$ cat config.mk
export PLATFORM = sky130hd
export DESIGN_NAME = lcdHexDisplay
export DESIGN_NICKNAME = d
export VERILOG_FILES = /design/src/verilog/dispPkg.sv /design/src/verilog/lcdPkg.sv /design/src/verilog/lcdHexDisplay.sv /design/src/verilog/lcdController.sv /design/src/verilog/displaySequencer.sv
export VERILOG_INCLUDE_DIRS = /design/src /design/src/include
export SDC_FILE = /design/constraint.sdc
export NUM_CORES = 1
export LEC_CHECK = 0
export BUFFER_PORTS_ARGS = -buffer_cell sky130_fd_sc_hd__clkbuf_2
export CAP_MARGIN = 0
export CORE_MARGIN = 2
export CORE_UTILIZATION = 46
export DETAILED_ROUTE_END_ITERATION = 6
export GPL_ROUTABILITY_DRIVEN = 0
export GPL_TIMING_DRIVEN = 0
export PLACE_DENSITY = 0.67
export SETUP_SLACK_MARGIN = 0.15
export SYNTH_ARGS = -nofsm -noshare
export SYNTH_HDL_FRONTEND = slang
export SYNTH_SLANG_ARGS = --single-unit
$ cat constraint.sdc
create_clock -name clkFSM -period 4.8 [get_ports clkFSM]
set_input_delay 0.96 -clock clkFSM [delete_from_list [all_inputs] [get_ports clkFSM]]
set_output_delay 0.96 -clock clkFSM [all_outputs]
set_load 0.005 [all_outputs]
$ cat src/include/lcdTiming.svh
/*
	LCD timing constants
	Cycle counts for the character LCD family driven by this design.
	Counts are scaled down so simulation stays short.
*/
`ifndef LCD_TIMING_SVH
`define LCD_TIMING_SVH
`default_nettype none

`define LCD_POWERUP_CYC 200	// Wait after reset
`define LCD_EPULSE_CYC 12	// E high time
`define LCD_HOLD_CYC 4	// Data hold after E falls
`define LCD_WRITE_WAIT_CYC 40	// Settle after a normal byte
`define LCD_CLEAR_WAIT_CYC 100	// Settle after a clear

`default_nettype wire
`endif
$ cat src/verilog/dispPkg.sv
/*
	Display content package
	Register set shown on the LCD, sequencer states,
	digit count and the nibble to ASCII conversion.
*/
`default_nettype none

package dispPkg;

	typedef struct packed
	{
		logic [7:0] a;
		logic [7:0] x;
		logic [7:0] y;
		logic [7:0] op;
	} regSet_t;

	localparam int NUM_DIGITS = 8;	// Two per register
	localparam int DIGIT_W = $clog2(NUM_DIGITS);

	typedef enum logic [2:0]
	{
		idle,
		ready,
		clear0,
		waitClear,
		dataChar,
		waitChar,
		finish
	} seqState_t;

	// Uppercase hex digit
	function automatic logic [7:0] hexToAscii(input logic [3:0] nib);
		if (nib < 4'd10)
		begin
			return 8'h30 + {4'h0, nib};	// '0'..'9'
		end
		return 8'h37 + {4'h0, nib};	// 'A'..'F'
	endfunction

endpackage

`default_nettype wire

$ cat src/verilog/lcdPkg.sv
/*
	LCD bus package
	Pin bundle of the HD44780-style interface, command codes,
	the power-up command list and the bus timing counts.
*/
`include "lcdTiming.svh"
`default_nettype none

package lcdPkg;

	typedef struct packed
	{
		logic e;
		logic rs;
		logic rw;
		logic [7:0] data;
	} lcdBus_t;

	localparam logic [7:0] CMD_CLEAR = 8'h01;

	localparam int INIT_LEN = 4;
	localparam int INIT_IDX_W = $clog2(INIT_LEN);

	// Function set, display on, entry mode, clear
	localparam logic [0:INIT_LEN-1][7:0] INIT_CMDS =
	{
		8'h38,
		8'h0C,
		8'h06,
		CMD_CLEAR
	};

	localparam int POWERUP_CYC = `LCD_POWERUP_CYC;
	localparam int EPULSE_CYC = `LCD_EPULSE_CYC;
	localparam int HOLD_CYC = `LCD_HOLD_CYC;
	localparam int WRITE_WAIT_CYC = `LCD_WRITE_WAIT_CYC;
	localparam int CLEAR_WAIT_CYC = `LCD_CLEAR_WAIT_CYC;

	// Power-up is the longest wait
	localparam int CNT_W = $clog2(POWERUP_CYC + 1);

endpackage

`default_nettype wire

$ cat src/verilog/lcdHexDisplay.sv
/*
	LCD hex display top level
	Connects the display sequencer to the LCD controller.
	Shows A, X, Y and OP as eight hex characters.
*/
`timescale 1ns/1ps
`default_nettype none

module lcdHexDisplay
(
	input wire logic clkFSM,
	input wire logic resetFSM,
	input wire logic display,
	input wire logic nextString,
	input wire dispPkg::regSet_t values,
	output lcdPkg::lcdBus_t lcd,
	output dispPkg::seqState_t state
);

	logic [7:0] charData;
	logic writeStart;
	logic clrLCD;
	logic initDone;
	logic writeDone;

	displaySequencer seq0
	(
		.clkFSM(clkFSM),
		.resetFSM(resetFSM),
		.initDone(initDone),
		.writeDone(writeDone),
		.nextString(nextString),
		.display(display),
		.values(values),
		.charData(charData),
		.writeStart(writeStart),
		.clrLCD(clrLCD),
		.state(state)
	);

	lcdController ctrl0
	(
		.clkFSM(clkFSM),
		.resetFSM(resetFSM),
		.charData(charData),
		.writeStart(writeStart),
		.clrLCD(clrLCD),
		.initDone(initDone),
		.writeDone(writeDone),
		.lcd(lcd)
	);

endmodule

`default_nettype wire

$ cat src/verilog/lcdController.sv
/*
	LCD controller
	Runs the power-up wait and the init command list, then serves
	character writes and clear requests on an 8-bit HD44780-style bus.
	All waits are fixed cycle counts and RW is held low.
	initDone is low during init and during every clear.
*/
`timescale 1ns/1ps
`default_nettype none

module lcdController
(
	input wire logic clkFSM,
	input wire logic resetFSM,
	input wire logic [7:0] charData,
	input wire logic writeStart,
	input wire logic clrLCD,
	output logic initDone,
	output logic writeDone,
	output lcdPkg::lcdBus_t lcd
);

	import lcdPkg::*;

	typedef enum logic [2:0]
	{
		powerUp,
		enHigh,
		enHold,
		byteWait,
		serve
	} ctlState_t;

	ctlState_t ctlState;
	logic [CNT_W-1:0] count;
	logic [INIT_IDX_W-1:0] initIdx;
	logic initPhase;	// Still walking INIT_CMDS
	logic lastInit;
	logic isClear;
	logic countZero;
	logic busE;
	logic busRs;
	logic [7:0] busData;

	assign lastInit = (initIdx == INIT_IDX_W'(INIT_LEN - 1));
	assign isClear = !busRs && (busData == CMD_CLEAR);
	assign countZero = (count == '0);

	assign lcd = '{e: busE, rs: busRs, rw: 1'b0, data: busData};

	always_ff @(posedge clkFSM)
	begin
		if (resetFSM)
		begin
			ctlState <= powerUp;
			count <= CNT_W'(POWERUP_CYC - 1);
			initIdx <= '0;
			initPhase <= 1'b1;
			initDone <= 1'b0;
			writeDone <= 1'b0;
			busE <= 1'b0;
		end
		else
		begin
			writeDone <= 1'b0;
			case (ctlState)
				powerUp:
				begin
					if (countZero)
					begin
						busE <= 1'b1;	// First init command
						count <= CNT_W'(EPULSE_CYC - 1);
						ctlState <= enHigh;
					end
					else
					begin
						count <= count - 1'b1;
					end
				end
				enHigh:
				begin
					if (countZero)
					begin
						busE <= 1'b0;
						count <= CNT_W'(HOLD_CYC - 1);
						ctlState <= enHold;
					end
					else
					begin
						count <= count - 1'b1;
					end
				end
				enHold:
				begin
					if (countZero)
					begin
						count <= isClear ? CNT_W'(CLEAR_WAIT_CYC - 1) : CNT_W'(WRITE_WAIT_CYC - 1);
						ctlState <= byteWait;
					end
					else
					begin
						count <= count - 1'b1;
					end
				end
				byteWait:
				begin
					if (!countZero)
					begin
						count <= count - 1'b1;
					end
					else if (initPhase && !lastInit)
					begin
						initIdx <= initIdx + 1'b1;	// Next init command
						busE <= 1'b1;
						count <= CNT_W'(EPULSE_CYC - 1);
						ctlState <= enHigh;
					end
					else
					begin
						initPhase <= 1'b0;
						ctlState <= serve;
						if (busRs)
						begin
							writeDone <= 1'b1;
						end
						else
						begin
							initDone <= 1'b1;	// After init list or clear
						end
					end
				end
				serve:
				begin
					if (clrLCD)
					begin
						initDone <= 1'b0;
						busE <= 1'b1;
						count <= CNT_W'(EPULSE_CYC - 1);
						ctlState <= enHigh;
					end
					else if (writeStart)
					begin
						busE <= 1'b1;
						count <= CNT_W'(EPULSE_CYC - 1);
						ctlState <= enHigh;
					end
				end
				default:
				begin
					ctlState <= powerUp;
				end
			endcase
		end
	end

	// RS and data only change when a byte is launched
	always_ff @(posedge clkFSM)
	begin
		if (ctlState == powerUp && countZero)
		begin
			busRs <= 1'b0;
			busData <= INIT_CMDS[initIdx];
		end
		else if (ctlState == byteWait && countZero && initPhase && !lastInit)
		begin
			busRs <= 1'b0;
			busData <= INIT_CMDS[initIdx + 1'b1];
		end
		else if (ctlState == serve && clrLCD)
		begin
			busRs <= 1'b0;
			busData <= CMD_CLEAR;
		end
		else if (ctlState == serve && writeStart)
		begin
			busRs <= 1'b1;	// Character data
			busData <= charData;
		end
	end

endmodule

`default_nettype wire

$ cat src/verilog/displaySequencer.sv
/*
	Display sequencer
	Waits for the LCD to come up, then on each display strobe clears
	the screen and writes A, X, Y and OP as eight hex characters.
	The register values are captured when the strobe is accepted.
	Rests in finish until nextString.
*/
`timescale 1ns/1ps
`default_nettype none

module displaySequencer
(
	input wire logic clkFSM,
	input wire logic resetFSM,
	input wire logic initDone,
	input wire logic writeDone,
	input wire logic nextString,
	input wire logic display,
	input wire dispPkg::regSet_t values,
	output logic [7:0] charData,
	output logic writeStart,
	output logic clrLCD,
	output dispPkg::seqState_t state
);

	import dispPkg::*;

	seqState_t nextState;
	regSet_t held;	// Snapshot of values
	logic [DIGIT_W-1:0] digit;
	logic [$bits(regSet_t)-1:0] shifted;
	logic [3:0] nibble;
	logic [7:0] digitChar;
	logic lastDigit;

	// Digit 0 is A high nibble, digit 7 is OP low nibble
	assign shifted = held << {digit, 2'b00};
	assign nibble = shifted[$bits(regSet_t)-1 -: 4];
	assign digitChar = hexToAscii(nibble);
	assign lastDigit = (digit == DIGIT_W'(NUM_DIGITS - 1));

	always_comb
	begin
		nextState = state;
		charData = 8'h00;
		writeStart = 1'b0;
		clrLCD = 1'b0;
		case (state)
			idle:
			begin
				if (initDone)
				begin
					nextState = ready;
				end
			end
			ready:
			begin
				if (display)
				begin
					nextState = clear0;
				end
			end
			clear0:
			begin
				clrLCD = 1'b1;
				nextState = waitClear;
			end
			waitClear:
			begin
				if (initDone)	// Clear wait done
				begin
					nextState = dataChar;
				end
			end
			dataChar:
			begin
				charData = digitChar;
				writeStart = 1'b1;
				nextState = waitChar;
			end
			waitChar:
			begin
				charData = digitChar;	// Held for the whole write
				if (writeDone)
				begin
					nextState = lastDigit ? finish : dataChar;
				end
			end
			finish:
			begin
				if (nextString)
				begin
					nextState = idle;
				end
			end
			default:
			begin
				nextState = idle;
			end
		endcase
	end

	always_ff @(posedge clkFSM)
	begin
		if (resetFSM)
		begin
			state <= idle;
			digit <= '0;
		end
		else
		begin
			state <= nextState;
			if (state == clear0)
			begin
				digit <= '0;
			end
			else if (state == waitChar && writeDone)
			begin
				digit <= digit + 1'b1;
			end
		end
	end

	always_ff @(posedge clkFSM)
	begin
		if (state == ready && display)
		begin
			held <= values;
		end
	end

endmodule

`default_nettype wire

==> flow_summary.yaml <==
critical_path:
  critPathSlowestCell: "o21ai_0"
  reg2reg_slack_ps: 2550
  critPathRequiredTime_ps: 4880
  r2r_cells: 4
  worst_setup_path_start_kind: "flop"
  r2r_end: "ctrl0.busData[2]"
  cpLargestDelayFamily: "simple AND/OR/NAND/NOR gates"
  cp.depth: 4
  critPathMaxFanout: 6
  rr_startpoint: "ctrl0.count[6]"
  path_buf_inv: 0
  critical_path.max_stage_delay_ps: 580
  cp-end-kind: "flop"
  path_class: "flop to flop"
  path_cells: "nor3_1, nand3_1, o21ai_0, o22ai_1"
  cp.arrival_ps: 2330
pwr:
  p_switching_w: 0.000355
  combPwrFrac_pct: 14.2
  p_leak_nw: 1.38
  peakVddDrop_uv: 222
  p_sw_share_pct: 28.5
  p_int_w: 0.000891
  seqPwrFrac_pct: 51.4
  clkPwrFrac_pct: 34.4
  powerDensity_mw_per_mm2: 336
finish:
  nets: 374
  diodes: 0
  multi_input_area_mm2: 0.00138
  stdcell_count: 415
  areaGrowthSynthToFinish_pct: 17.8
  fill_cells: 597
  ff_latch_area_mm2: 0.00165
  final_util_pct: 55.2
  drive_gt1_share_pct: 27.8
worst_hold_path:
  min_from: "ctrl0.initPhase"
  hold_depth: 2
  hp-class: "flop to flop"
  min_to: "ctrl0.initPhase"
timing:
  period_minus_slack_ps: 2250
  holdWs_ps: 474
  finClkSkew_ps: 8.16
  worst_slew_pin_slew_ps: 623
  max_freq_mhz: 444
  relSlewSlack_pct: 58.0
  hold_viol_final: 0
  min_period_over_period_pct: 46.9
  rsz0062_at_grt: "false"
  setup_viol: 0
  drv_slew: 0
synthesis:
  synth.cell_area_mm2: 0.00315
  yosys_warnings: 0
  ys_top_cells_by_count: "edfxtp_1 (39), dfxtp_1 (24), nand2_1 (18), nor2_1 (18), a21oi_1 (17)"
  syn_inst: 269
  synth_area_leader_cell: "edfxtp_1"
  yosys_register_bits: 63
  synthFlopType: "edfxtp_1"
  ys_types: 60
  synth-seq-area-share_pct: 52.4
  synth.most_common_cell: "edfxtp_1"
  synthDominantCellAreaShare_pct: 37.2
  async_reset_ff_share_pct: 0
  synth_edf_count: 39
  netlist_top_cells_area: "edfxtp_1 (37%), dfxtp_1 (15%), mux4_1 (5.8%)"
  syn_area_per_cell_um2: 11.7
floorplanning:
  dieWidth_um: 86.7
  die_height_um: 86.7
  start_util_pct: 46.9
  io_pins: 50
  num_rows: 30
  dieArea_mm2: 0.00752
  core_mm2: 0.00672
placed_design:
  dp_hpwl_um: 4550
  port_buffers: 47
  dp.cells: 399
clocking:
  cts-root-buf: "clkbuf_8"
  cts_setup_buffers: 0
  clk_pin_slew_ps: 80
  hold_buffers: 0
  cts_made_buffers: 9
  clockBufferDepth: 2
  clock_latency_ps: 350
  cts.htree.levels: 3
  ctsResizeCount: 0
  cts_tree: "built"
  cts.sinks: 63
global_route:
  grt_pass1_vias: 2206
  gr-total-overflow: 0
  grtUsageTotal_pct: 17.9
  grt_pass1_wl_um: 10200
  antenna_found_initial: 0
  grt_max_degree: 17
detailed_routing:
  via_per_inst: 5.56
  drc: 0
  drt_wl_total_um: 6170
  drt_first_pass_iters: 5
  drtAntennaViolNets: 0
  vias: 2307
  routedWlPerCell_um: 14.9
  drt-initial-drc-count: 80
status:
  status: "completed"
run:
  drv_cap: 0
[area by class of cell]
| type | count | share of cell area (%) |
|---|---|---|
| plain buffers | 19 | 2.70 |
| clock buffers | 9 | 3.34 |
| clock inverters | 7 | 1.52 |
| inverters | 9 | 0.911 |
| multi-input cells | 179 | 37.3 |
| flip-flops and latches | 63 | 44.5 |
| well taps | 80 | 2.70 |
| repair buffers | 49 | 7.05 |
[stage by stage]
stage          setup TNS (ps)  cell area [um2]  total power [W]  setup WS (ps)
6_report                    0             3710          0.00125           2550
3_3_place_gp           -31840             3490         0.000819           -996
2_1_floorplan               0             3150         0.000768            191
5_1_grt                     0             3710          0.00131           2410
4_1_cts                     0             3710          0.00126           2540
3_5_place_dp                0             3530         0.000831           2540
[worst max-delay path by stage]
| stage | startpoint | to | slack [ps] |
|---|---|---|---|
| 2_1_floorplan | display | seq0.held[0] | 190 |
| 3_3_place_gp | display | seq0.held[0] | -1000 |
| 3_5_place_dp | ctrl0.count[0] | ctrl0.busData[4] | 2540 |
| 4_1_cts | ctrl0.count[0] | ctrl0.busData[3] | 2540 |
| 5_1_grt | ctrl0.count[0] | ctrl0.busData[4] | 2410 |
| 6_report | ctrl0.count[6] | ctrl0.busData[2] | 2550 |
[worst register-to-register path: stages (launching register included)]
cell and delay [ps]:
dfxtp_1 360, nor3_1 540, nand3_1 300, o21ai_0 580, o22ai_1 190
[sequential cells by signal, summed over array words and instances (netlist names), 2 cells and up]
name	count
ctrl0.count	8
ctrl0.busData	7
seq0.digit	3
seq0.state	3
ctrl0.initIdx	2
seq0.held	32
ctrl0.ctlState	3
[power groups by stage]
stage	combinational [W]	sequential [W]	clock, W
final	0.000177	0.000641	0.000429
after global routing	0.000202	0.000645	0.000460
after CTS	0.000178	0.000640	0.000437
after detailed placement	0.000178	0.000653	0
after global placement	0.000161	0.000658	0
after floorplan	0.000116	0.000651	0
[logic make-up (layout without fill, tap and decap cells)]
| family | count (synthesis) | after routing | share of synthesized area (%) |
|---|---|---|---|
| DFF | 63 | 63 | 52.4 |
| adders and majority gates | 8 | 8 | 3.18 |
| muxes | 19 | 19 | 11.4 |
| xor gates and xnor gates | 5 | 5 | 1.39 |
| other | 1 | 2 | 0.119 |
| and+or+nand+nor | 81 | 81 | 14.1 |
| AOI/OAI and AO/OA | 64 | 64 | 13.1 |
| buffers and inverters | 28 | 93 | 4.25 |
[routing by layer]
layer	global-route usage, %	vias to the layer above	routed length [um]
met5	0	-	0
met4	9.80	0	182
met3	4.29	16	418
met2	27.8	86	2850
met1	23.2	1055	2730
li1	-	1150	-
[layout by cell type (no fill, tap or decap), types with 5 or more instances in the layout]
cell / n
nand2_1: 18
dfxtp_1: 24
a31oi_1: 5
clkbuf_8: 9
clkbuf_2: 47
nor2_1: 18
ha_1: 8
mux4_1: 7
mux2i_1: 6
nand3_1: 7
nor3_1: 12
a21oi_1: 17
buf_2: 5
clkbuf_1: 9
inv_1: 9
o21ai_0: 15
edfxtp_1: 39
(Power assumes the default switching activity.)
